--- config.mk ---
export PLATFORM = sky130hd
export DESIGN_NAME = dma_top
export DESIGN_NICKNAME = d
export VERILOG_FILES = /design/src/rtl/dma_pkg.sv /design/src/rtl/dma_aligner.sv /design/src/rtl/dma_bank_mux.sv /design/src/rtl/dma_ctrl.sv /design/src/rtl/dma_fifo.sv /design/src/rtl/dma_regs.sv /design/src/rtl/dma_top.sv /design/src/rtl/dma_writer.sv
export SDC_FILE = /design/constraint.sdc
export NUM_CORES = 2
export LEC_CHECK = 0
export ABC_AREA = 0
export BUFFER_PORTS_ARGS = -buffer_cell sky130_fd_sc_hd__buf_2
export CAP_MARGIN = 20
export CORE_AREA = 3 3 368 370
export DETAILED_ROUTE_END_ITERATION = 8
export DIE_AREA = 0 0 371 373
export PLACE_DENSITY_LB_ADDON = 0.3
export RECOVER_POWER = 50
export SLEW_MARGIN = 20
export SYNTH_ARGS = -nofsm -noshare
export SYNTH_HDL_FRONTEND = slang
export SYNTH_SLANG_ARGS = --single-unit
--- constraint.sdc ---
create_clock -name CLK -period 15.1 [get_ports CLK]
set_input_delay 0.755 -clock CLK [delete_from_list [all_inputs] [get_ports CLK]]
set_output_delay 0.755 -clock CLK [all_outputs]
set_load 0.005 [all_outputs]
--- src/rtl/dma_pkg.sv ---
package dma_pkg;

    localparam int MEM_ADDR_WIDTH = 16;
    localparam int DATA_WIDTH     = 32;
    localparam int STRB_WIDTH     = 4;
    localparam int APB_ADDR_WIDTH = 32;
    localparam int SIZE_WIDTH     = 6;
    localparam int BANK_BIT       = 20;     // 1 -> mem0, 0 -> mem1
    localparam int FIFO_DEPTH     = 32;     // 63 bytes never need more than 17 beats
    localparam int FIFO_AW        = $clog2(FIFO_DEPTH);

    // apb register map
    localparam logic [APB_ADDR_WIDTH-1:0] REG_SRC  = 32'h0000_0000;
    localparam logic [APB_ADDR_WIDTH-1:0] REG_DST  = 32'h0000_0004;
    localparam logic [APB_ADDR_WIDTH-1:0] REG_SIZE = 32'h0000_0008;
    localparam logic [APB_ADDR_WIDTH-1:0] REG_CTRL = 32'h0000_000C;
    localparam logic [APB_ADDR_WIDTH-1:0] REG_INT  = 32'h0000_0010;

    // one destination word and the lanes it carries
    typedef struct packed {
        logic [DATA_WIDTH-1:0] data;
        logic [STRB_WIDTH-1:0] strb;
    } beat_t;

endpackage

--- src/rtl/dma_aligner.sv ---
`timescale 1ns/10ps

module dma_aligner (
    input  logic                           CLK,
    input  logic                           RSTN,
    input  logic                           begin_copy,
    input  logic [dma_pkg::DATA_WIDTH-1:0] src_addr,
    input  logic [dma_pkg::DATA_WIDTH-1:0] dst_addr,
    input  logic [dma_pkg::SIZE_WIDTH-1:0] size,
    input  logic                           rd_valid,
    input  logic [dma_pkg::DATA_WIDTH-1:0] rd_data,
    output logic                           push,
    output dma_pkg::beat_t                 push_beat,
    output logic                           align_done
);

    logic [1:0]                         skip;       // bytes to drop from the next word
    logic [1:0]                         lane;       // next free destination lane
    logic [dma_pkg::SIZE_WIDTH-1:0]     remain;
    logic [dma_pkg::DATA_WIDTH-1:0]     carry_data;
    logic [dma_pkg::STRB_WIDTH-1:0]     carry_strb;
    logic                               flush;
    logic [2:0]                         avail;
    logic [2:0]                         n;
    logic [2:0]                         lane_sum;
    logic                               last;
    logic [2*dma_pkg::DATA_WIDTH-1:0]   win_data;
    logic [2*dma_pkg::STRB_WIDTH-1:0]   win_strb;

    assign avail    = 3'd4 - skip;
    assign n        = (remain < avail) ? remain[2:0] : avail;   // bytes taken this word
    assign lane_sum = {1'b0, lane} + n;
    assign last     = remain == {3'b000, n};

    ////////////////////////////////////////////////////////////////////////////
    // two-word window, carry below and new bytes placed after it
    ////////////////////////////////////////////////////////////////////////////
    always_comb begin
        win_data = {{dma_pkg::DATA_WIDTH{1'b0}}, carry_data};
        win_strb = {{dma_pkg::STRB_WIDTH{1'b0}}, carry_strb};
        for (int j = 0; j < dma_pkg::STRB_WIDTH; j++) begin
            if (j < n) begin
                win_data[(lane + j) * 8 +: 8] = rd_data[(skip + j) * 8 +: 8];
                win_strb[lane + j] = 1'b1;
            end
        end
    end

    always_ff @(posedge CLK or negedge RSTN) begin
        if (!RSTN) begin
            skip       <= '0;
            lane       <= '0;
            remain     <= '0;
            carry_strb <= '0;
            flush      <= 1'b0;
            push       <= 1'b0;
            align_done <= 1'b0;
        end else begin
            push       <= 1'b0;
            align_done <= 1'b0;
            if (begin_copy) begin
                skip       <= src_addr[1:0];
                lane       <= dst_addr[1:0];
                remain     <= size;
                carry_strb <= '0;
            end else if (flush) begin
                push       <= 1'b1;     // leftover bytes of the last word
                align_done <= 1'b1;
                flush      <= 1'b0;
                carry_strb <= '0;
            end else if (rd_valid) begin
                skip   <= '0;
                lane   <= lane_sum[1:0];
                remain <= remain - n;
                push   <= lane_sum[2] | last;
                if (lane_sum[2]) begin
                    carry_strb <= win_strb[2*dma_pkg::STRB_WIDTH-1:dma_pkg::STRB_WIDTH];
                    flush      <= last && win_strb[2*dma_pkg::STRB_WIDTH-1:4] != '0;
                    align_done <= last && win_strb[2*dma_pkg::STRB_WIDTH-1:4] == '0;
                end else begin
                    carry_strb <= last ? '0 : win_strb[dma_pkg::STRB_WIDTH-1:0];
                    align_done <= last;
                end
            end
        end
    end

    always_ff @(posedge CLK) begin
        if (flush) begin
            push_beat.data <= carry_data;
            push_beat.strb <= carry_strb;
        end else if (rd_valid) begin
            push_beat.data <= win_data[dma_pkg::DATA_WIDTH-1:0];
            push_beat.strb <= win_strb[dma_pkg::STRB_WIDTH-1:0];
            carry_data     <= lane_sum[2] ? win_data[2*dma_pkg::DATA_WIDTH-1:32]
                                          : win_data[dma_pkg::DATA_WIDTH-1:0];
        end
    end

endmodule

--- src/rtl/dma_bank_mux.sv ---
`timescale 1ns/10ps

module dma_bank_mux (
    input  logic                               CLK,
    input  logic                               RSTN,
    input  logic                               rd_en,
    input  logic [dma_pkg::MEM_ADDR_WIDTH-1:0] rd_addr,
    input  logic                               rd_bank,
    input  logic                               wr_en,
    input  logic [dma_pkg::STRB_WIDTH-1:0]     wr_strb,
    input  logic [dma_pkg::MEM_ADDR_WIDTH-1:0] wr_addr,
    input  logic [dma_pkg::DATA_WIDTH-1:0]     wr_data,
    input  logic                               wr_bank,
    output logic                               mem0_en,
    output logic [dma_pkg::STRB_WIDTH-1:0]     mem0_we,
    output logic [dma_pkg::MEM_ADDR_WIDTH-1:0] mem0_addr,
    output logic [dma_pkg::DATA_WIDTH-1:0]     mem0_wdata,
    input  logic [dma_pkg::DATA_WIDTH-1:0]     mem0_rdata,
    output logic                               mem1_en,
    output logic [dma_pkg::STRB_WIDTH-1:0]     mem1_we,
    output logic [dma_pkg::MEM_ADDR_WIDTH-1:0] mem1_addr,
    output logic [dma_pkg::DATA_WIDTH-1:0]     mem1_wdata,
    input  logic [dma_pkg::DATA_WIDTH-1:0]     mem1_rdata,
    output logic                               rd_valid,
    output logic [dma_pkg::DATA_WIDTH-1:0]     rd_data
);

    logic rd_sel;   // bank of the read in flight

    always_comb begin
        mem0_en    = 1'b0;
        mem1_en    = 1'b0;
        mem0_we    = '0;
        mem1_we    = '0;
        mem0_addr  = wr_en ? wr_addr : rd_addr;
        mem1_addr  = wr_en ? wr_addr : rd_addr;
        mem0_wdata = wr_data;
        mem1_wdata = wr_data;
        if (wr_en) begin
            mem0_en = wr_bank;
            mem1_en = ~wr_bank;
            mem0_we = wr_bank ? wr_strb : '0;
            mem1_we = wr_bank ? '0 : wr_strb;
        end else if (rd_en) begin
            mem0_en = rd_bank;
            mem1_en = ~rd_bank;
        end
    end

    always_ff @(posedge CLK or negedge RSTN) begin
        if (!RSTN) begin
            rd_valid <= 1'b0;
            rd_sel   <= 1'b0;
        end else begin
            rd_valid <= rd_en & ~wr_en;
            rd_sel   <= rd_bank;
        end
    end

    assign rd_data = rd_sel ? mem0_rdata : mem1_rdata;

endmodule

--- src/rtl/dma_ctrl.sv ---
`timescale 1ns/10ps

module dma_ctrl (
    input  logic                               CLK,
    input  logic                               RSTN,
    input  logic                               start,
    input  logic [dma_pkg::DATA_WIDTH-1:0]     src_addr,
    input  logic [dma_pkg::SIZE_WIDTH-1:0]     size,
    output logic                               busy,
    output logic                               rd_en,
    output logic [dma_pkg::MEM_ADDR_WIDTH-1:0] rd_addr,
    output logic                               rd_bank,
    output logic                               begin_copy,
    input  logic                               align_done,
    output logic                               wr_start,
    input  logic                               wr_done,
    output logic                               done
);

    typedef enum logic [2:0] {
        st_idle,
        st_read,
        st_align_wait,
        st_write,
        st_finish
    } state_t;

    state_t     state;
    logic [6:0] n_words;
    logic [6:0] rd_left;

    // source words touched = ceil((offset + size) / 4)
    assign n_words = (7'(src_addr[1:0]) + 7'(size) + 7'd3) >> 2;

    assign busy       = state != st_idle;
    assign rd_en      = state == st_read;
    assign begin_copy = start && state == st_idle && size != '0;
    assign wr_start   = state == st_align_wait && align_done;
    assign done       = state == st_finish;

    ////////////////////////////////////////////////////////////////////////////
    // phase sequencing
    ////////////////////////////////////////////////////////////////////////////
    always_ff @(posedge CLK or negedge RSTN) begin
        if (!RSTN) begin
            state <= st_idle;
        end else begin
            case (state)
                st_idle:       if (start) state <= (size == '0) ? st_finish : st_read;
                st_read:       if (rd_left == 7'd1) state <= st_align_wait;
                st_align_wait: if (align_done) state <= st_write;
                st_write:      if (wr_done) state <= st_finish;
                default:       state <= st_idle;    // finish lasts one cycle
            endcase
        end
    end

    always_ff @(posedge CLK or negedge RSTN) begin
        if (!RSTN) begin
            rd_addr <= '0;
            rd_bank <= 1'b0;
            rd_left <= '0;
        end else if (begin_copy) begin
            rd_addr <= src_addr[2 +: dma_pkg::MEM_ADDR_WIDTH];
            rd_bank <= src_addr[dma_pkg::BANK_BIT];
            rd_left <= n_words;
        end else if (rd_en) begin
            rd_addr <= rd_addr + 1'b1;
            rd_left <= rd_left - 1'b1;
        end
    end

endmodule

--- src/rtl/dma_fifo.sv ---
`timescale 1ns/10ps

module dma_fifo (
    input  logic           CLK,
    input  logic           RSTN,
    input  logic           push,
    input  dma_pkg::beat_t push_beat,
    input  logic           pop,
    output dma_pkg::beat_t pop_beat,
    output logic           empty,
    output logic           full
);

    dma_pkg::beat_t             mem [dma_pkg::FIFO_DEPTH];
    logic [dma_pkg::FIFO_AW:0]  wr_ptr;     // msb is the wrap bit
    logic [dma_pkg::FIFO_AW:0]  rd_ptr;

    assign empty    = wr_ptr == rd_ptr;
    assign full     = wr_ptr == {~rd_ptr[dma_pkg::FIFO_AW], rd_ptr[dma_pkg::FIFO_AW-1:0]};
    assign pop_beat = mem[rd_ptr[dma_pkg::FIFO_AW-1:0]];   // head shown directly

    always_ff @(posedge CLK or negedge RSTN) begin
        if (!RSTN) begin
            wr_ptr <= '0;
            rd_ptr <= '0;
        end else begin
            if (push)
                wr_ptr <= wr_ptr + 1'b1;
            if (pop)
                rd_ptr <= rd_ptr + 1'b1;
        end
    end

    always_ff @(posedge CLK) begin
        if (push)
            mem[wr_ptr[dma_pkg::FIFO_AW-1:0]] <= push_beat;
    end

endmodule

--- src/rtl/dma_regs.sv ---
`timescale 1ns/10ps

module dma_regs (
    input  logic                               CLK,
    input  logic                               RSTN,
    input  logic                               PSEL,
    input  logic                               PENABLE,
    input  logic                               PWRITE,
    input  logic [dma_pkg::APB_ADDR_WIDTH-1:0] PADDR,
    input  logic [dma_pkg::DATA_WIDTH-1:0]     PWDATA,
    output logic                               PREADY,
    output logic [dma_pkg::DATA_WIDTH-1:0]     PRDATA,
    output logic                               INTR,
    input  logic                               busy,
    input  logic                               done,
    output logic                               start,
    output logic [dma_pkg::DATA_WIDTH-1:0]     src_addr,
    output logic [dma_pkg::DATA_WIDTH-1:0]     dst_addr,
    output logic [dma_pkg::SIZE_WIDTH-1:0]     size
);

    logic                           acc;
    logic                           wr_acc;
    logic [dma_pkg::DATA_WIDTH-1:0] rd_val;

    assign acc    = PSEL & PENABLE & ~PREADY;   // second access cycle is not decoded again
    assign wr_acc = acc & PWRITE;

    always_comb begin
        rd_val = '0;
        case (PADDR)
            dma_pkg::REG_SRC:  rd_val = src_addr;
            dma_pkg::REG_DST:  rd_val = dst_addr;
            dma_pkg::REG_SIZE: rd_val[dma_pkg::SIZE_WIDTH-1:0] = size;
            dma_pkg::REG_CTRL: rd_val[0] = busy;
            dma_pkg::REG_INT:  rd_val[0] = INTR;
            default:           rd_val = '0;         // unmapped
        endcase
    end

    always_ff @(posedge CLK or negedge RSTN) begin
        if (!RSTN) begin
            PREADY   <= 1'b0;
            start    <= 1'b0;
            INTR     <= 1'b0;
            src_addr <= '0;
            dst_addr <= '0;
            size     <= '0;
        end else begin
            PREADY <= acc;
            start  <= wr_acc && PADDR == dma_pkg::REG_CTRL && PWDATA[0] && !busy;
            if (wr_acc && PADDR == dma_pkg::REG_SRC)
                src_addr <= PWDATA;
            if (wr_acc && PADDR == dma_pkg::REG_DST)
                dst_addr <= PWDATA;
            if (wr_acc && PADDR == dma_pkg::REG_SIZE)
                size <= PWDATA[dma_pkg::SIZE_WIDTH-1:0];
            if (done)
                INTR <= 1'b1;
            else if (wr_acc && PADDR == dma_pkg::REG_INT && PWDATA[0])
                INTR <= 1'b0;   // write 1 to clear
        end
    end

    always_ff @(posedge CLK) begin
        if (acc && !PWRITE)
            PRDATA <= rd_val;
    end

endmodule

--- src/rtl/dma_top.sv ---
`timescale 1ns/10ps

module dma_top (
    input  logic                               CLK,
    input  logic                               RSTN,
    output logic                               INTR,
    input  logic                               PSEL,
    input  logic                               PENABLE,
    input  logic                               PWRITE,
    input  logic [dma_pkg::APB_ADDR_WIDTH-1:0] PADDR,
    input  logic [dma_pkg::DATA_WIDTH-1:0]     PWDATA,
    output logic                               PREADY,
    output logic [dma_pkg::DATA_WIDTH-1:0]     PRDATA,
    output logic                               mem0_en,
    output logic [dma_pkg::STRB_WIDTH-1:0]     mem0_we,
    output logic [dma_pkg::MEM_ADDR_WIDTH-1:0] mem0_addr,
    output logic [dma_pkg::DATA_WIDTH-1:0]     mem0_wdata,
    input  logic [dma_pkg::DATA_WIDTH-1:0]     mem0_rdata,
    output logic                               mem1_en,
    output logic [dma_pkg::STRB_WIDTH-1:0]     mem1_we,
    output logic [dma_pkg::MEM_ADDR_WIDTH-1:0] mem1_addr,
    output logic [dma_pkg::DATA_WIDTH-1:0]     mem1_wdata,
    input  logic [dma_pkg::DATA_WIDTH-1:0]     mem1_rdata
);

    // register block to sequencer
    logic                               start;
    logic                               busy;
    logic                               done;
    logic [dma_pkg::DATA_WIDTH-1:0]     src_addr;
    logic [dma_pkg::DATA_WIDTH-1:0]     dst_addr;
    logic [dma_pkg::SIZE_WIDTH-1:0]     size;

    // read phase
    logic                               rd_en;
    logic [dma_pkg::MEM_ADDR_WIDTH-1:0] rd_addr;
    logic                               rd_bank;
    logic                               rd_valid;
    logic [dma_pkg::DATA_WIDTH-1:0]     rd_data;
    logic                               begin_copy;
    logic                               align_done;

    // fifo
    logic                               push;
    dma_pkg::beat_t                     push_beat;
    logic                               pop;
    dma_pkg::beat_t                     pop_beat;
    logic                               empty;
    logic                               full;

    // write phase
    logic                               wr_start;
    logic                               wr_done;
    logic                               wr_en;
    logic [dma_pkg::STRB_WIDTH-1:0]     wr_strb;
    logic [dma_pkg::MEM_ADDR_WIDTH-1:0] wr_addr;
    logic [dma_pkg::DATA_WIDTH-1:0]     wr_data;
    logic                               wr_bank;

    ////////////////////////////////////////////////////////////////////////////
    // instances
    ////////////////////////////////////////////////////////////////////////////
    dma_regs regs_i (
        .CLK, .RSTN, .PSEL, .PENABLE, .PWRITE, .PADDR, .PWDATA,
        .PREADY, .PRDATA, .INTR,
        .busy, .done, .start, .src_addr, .dst_addr, .size
    );

    dma_ctrl ctrl_i (
        .CLK, .RSTN, .start, .src_addr, .size, .busy,
        .rd_en, .rd_addr, .rd_bank, .begin_copy, .align_done,
        .wr_start, .wr_done, .done
    );

    dma_aligner aligner_i (
        .CLK, .RSTN, .begin_copy, .src_addr, .dst_addr, .size,
        .rd_valid, .rd_data, .push, .push_beat, .align_done
    );

    dma_fifo fifo_i (
        .CLK, .RSTN, .push, .push_beat, .pop, .pop_beat, .empty, .full
    );

    dma_writer writer_i (
        .CLK, .RSTN, .wr_start, .dst_addr, .empty, .pop_beat, .pop,
        .wr_en, .wr_strb, .wr_addr, .wr_data, .wr_bank, .wr_done
    );

    dma_bank_mux bank_mux_i (
        .CLK, .RSTN, .rd_en, .rd_addr, .rd_bank,
        .wr_en, .wr_strb, .wr_addr, .wr_data, .wr_bank,
        .mem0_en, .mem0_we, .mem0_addr, .mem0_wdata, .mem0_rdata,
        .mem1_en, .mem1_we, .mem1_addr, .mem1_wdata, .mem1_rdata,
        .rd_valid, .rd_data
    );

endmodule

--- src/rtl/dma_writer.sv ---
`timescale 1ns/10ps

module dma_writer (
    input  logic                               CLK,
    input  logic                               RSTN,
    input  logic                               wr_start,
    input  logic [dma_pkg::DATA_WIDTH-1:0]     dst_addr,
    input  logic                               empty,
    input  dma_pkg::beat_t                     pop_beat,
    output logic                               pop,
    output logic                               wr_en,
    output logic [dma_pkg::STRB_WIDTH-1:0]     wr_strb,
    output logic [dma_pkg::MEM_ADDR_WIDTH-1:0] wr_addr,
    output logic [dma_pkg::DATA_WIDTH-1:0]     wr_data,
    output logic                               wr_bank,
    output logic                               wr_done
);

    logic active;

    assign pop     = active & ~empty;
    assign wr_en   = pop;               // one word per popped beat
    assign wr_strb = pop_beat.strb;
    assign wr_data = pop_beat.data;
    assign wr_done = active & empty;

    always_ff @(posedge CLK or negedge RSTN) begin
        if (!RSTN) begin
            active  <= 1'b0;
            wr_addr <= '0;
            wr_bank <= 1'b0;
        end else if (wr_start) begin
            active  <= 1'b1;
            wr_addr <= dst_addr[2 +: dma_pkg::MEM_ADDR_WIDTH];
            wr_bank <= dst_addr[dma_pkg::BANK_BIT];
        end else if (wr_done) begin
            active <= 1'b0;
        end else if (pop) begin
            wr_addr <= wr_addr + 1'b1;
        end
    end

endmodule

==> run metrics <==
status complete, but fails checks; failing checks max-capacitance violations, max-slew violations; sequential area share after synthesis between 60% and 70%; CTS HTree Levels 4; postcts setup bufs 0; Clock Skew ~44 ps; synthesized area per cell approximately 18 µm²; Clk pwr share around 45%; initial DRC count about 3.7k; clock sinks approximately 1.4k; Worst Max-Slew Pin Slew 4560 ps; Lkg Pwr ~0.02 µW; Final Non-Filler Cells about 5.4k; CP cell instances clkbuf_1 -> clkbuf_1; IR Drop Worst-Case VDD around 0.00012 V; post-CTS sizing 0; number of enable flip-flop cells after synthesis about 1.3k; NetSw between 1500 and 2000 µW; max cap viols 9; critical path startpoint category input pin; Hold Violations, Final 0; Root Driver clkbuf_16; Synth top area share 63.3%; P per Cell Area ~110 nW/µm²; Die X 371 µm; DRC Markers 0; CP dominant cell by count clkbuf_1; total gr overflow 0; antenna violations before repair 5; largest area contributor in the netlist edfxtp_1; Vias 32.9k; gpl congestion between 0.9 and 1; Synth Register Bits between 1k and 1.5k; syn_nets around 3.5k; setup violators final 0; Internal slightly above 6000 µW; Area contributors post-synth edfxtp_1, mux4_2, dfrtp_1; Setup CP Type in -> async; Vias/cell 6.03; Pre-Repair DR Iteration Count 5; compound-cell area share of the yosys netlist slightly above 5%; post-synthesis mux area share between 10% and 20%; Rows around 130; Final WS setup 7950 ps; TritonCTS Buffers between 100 and 150; full die area between 100000 and 150000 µm²; dpl ws between 8000 and 9000 ps; commonest non-fill, non-tap cell in the layout edfxtp_1; WP buf/inv 2; Inst Count DP about 5.2k; cts-stage hold buffer count 0; Hold Path Class in -> reg; R2R depth 17; vias in the first global route 33.1k; unrepaired setup endpoints after global routing no; clk_lat worst skew 780 ps; Crit path depth 2; Slew Limit Fails roughly 400; Synth Area in Simple Gates 4.78%; CTS max path bufs 3; Post-DP HPWL 88400 µm; clock-pin slew on the worst setup and hold paths ~60 ps; Routed Antenna Nets 0; CP arrival 6870 ps; Cell variety after synth 84; # port buffers about 270; Max transition margin -204%; fmax ~140 MHz; first-pass GRT wire length ~220000 µm; slowest stage delay, CP about 3100 ps; Final Cycle Share 47.4%; synthesized instance count ~3.3k; ys flop type edfxtp_1; hold path depth 2; commonest cells after routing, fill and taps aside edfxtp_1, mux4_2, buf_2; CTS tree done; Netlist Area Pre-Place 59400 µm²; CP delay by family, top buffers and inverters; Ports roughly 270; switching part of the total around a fifth; pin count of the biggest net entering global routing around 100; layout cell share with drive strength beyond 1 around 30%; Post-Route Setup TNS 0 ps; largest family of logic cells by synthesized area multiplexers; Critical-path top delay cell clkbuf_1; sequential fraction of design power 54.4%; critical path endpoint category async pin; Net count, final roughly 3.7k; DRT Wirelength ~150000 µm; Filler cells ~11k; synth warn 0; Async S/R FF share, synth 10.6%; Die Height ~370 µm; minimum clock period after layout ~7200 ps; core area between 100000 and 150000 µm²; Final Total Pwr 7660 µW; GRT Util Overall 22.0%; dpl cell area about 63000 µm²; CP Max Fanout between 70 and 80; adder-cell area share of the yosys netlist less than 1%; Final Cell Area ~67000 µm²; Synth Area in XOR/XNOR less than 1%; starting density of the core 44.7%; synth-to-layout area growth 13.4%; CP required about 15000 ps; WL/cell ~28 µm; logic gate share of total power 0.8%
==> final cells by class <==
class                      count  area, µm²  area share [%]
multi-input combinational   1622      17100            25.3
timing repair buffer         367       2040            3.02
antenna                        1       2.50         0.00372
clock inverter                79        747            1.11
clock buffer                 175       3810            5.66
tap                         1768       2210            3.29
inverter                      35        131           0.195
sequential                  1401      41300            61.4
==> through the flow <==
stage	util, %	hold WS [ps]
2_1_floorplan	-	394
3_3_place_gp	47.2	471
3_5_place_dp	47.2	468
4_1_cts	50.7	30.5
5_1_grt	50.6	179
6_report	50.6	233
==> sequential cells by signal (all words and copies together) (netlist names), 3 cells and up <==
signal	flops
aligner_i.carry_data	32
regs_i.src_addr	32
regs_i.size	6
fifo_i.wr_ptr	6
aligner_i.carry_strb	4
regs_i.dst_addr	32
fifo_i.mem	1152
regs_i.PRDATA	32
fifo_i.rd_ptr	6
ctrl_i.rd_addr	16
aligner_i.push_beat	36
writer_i.wr_addr	16
ctrl_i.rd_left	7
aligner_i.remain	6
ctrl_i.state	3
==> path summary, 6_finish.rpt <==
path	slack, ps	startpoint	end
worst min register to register	460	regs_i.PREADY$_DFF_PN0_	regs_i.PREADY$_DFF_PN0_
worst max-delay path	7950	RSTN	bank_mux_i.rd_sel$_DFF_PN0_
max in group CLK	8260	fifo_i.rd_ptr[0]$_DFFE_PN0P_	mem0_we[2]
min in group asynchronous	1620	RSTN	writer_i.wr_bank$_DFFE_PN0P_
worst min-delay path	230	PWDATA[12]	regs_i.dst_addr[12]$_DFFE_PN0P_
worst max register to register	9230	aligner_i.skip[0]$_DFFE_PN0P_	aligner_i.carry_data[5]$_DFFE_PP_
==> synth_stat cells, types with 12 or more instances <==
cell type  instances
edfxtp_1        1252
mux4_2           368
nand2_1          193
dfrtp_1          149
clkbuf_1         143
nor2_1           126
mux2_2           111
o21ai_0           94
nor3_1            59
a21oi_1           52
mux2i_1           52
buf_4             51
nand3_1           47
a221oi_1          39
buf_1             38
inv_1             32
nand4_1           31
a31oi_1           30
a211oi_1          27
a22o_1            27
xor2_1            27
ha_1              26
and2_1            22
xnor2_1           22
o22ai_1           20
a221o_1           16
nor4_1            15
buf_2             14
o21ai_1           14
o211ai_1          12
or4_1             12
==> cells by family (layout without fill, tap and decap cells) <==
kind of cell               count (synthesis)  in the layout
DFF                                     1401           1401
and+or+nand+nor                          584            584
muxes                                    531            531
buffers and inverters                    283            656
other                                      0              1
xor gates and xnor gates                  49             49
adders and majority gates                 29             29
AOI/OAI and AO/OA                        429            429
==> layer usage <==
layer / part of all wire, % / track usage (%)
met2: 48 / 34.5
met4: 3.0 / 7.05
met3: 8.1 / 4.43
met1: 41 / 31.1
met5: 0.043 / 0.280
==> power groups by stage <==
stage / clock network [µW] / registers, µW / logic, µW
finish: 3430 / 4170 / 61.8
global route: 3650 / 4160 / 66.7
CTS: 3500 / 4160 / 62.5
detailed placement: 0 / 4250 / 62.3
global placement: 0 / 4250 / 62.0
floorplan: 0 / 4250 / 18.1
No activity file was read; power rests on OpenSTA's default activity.
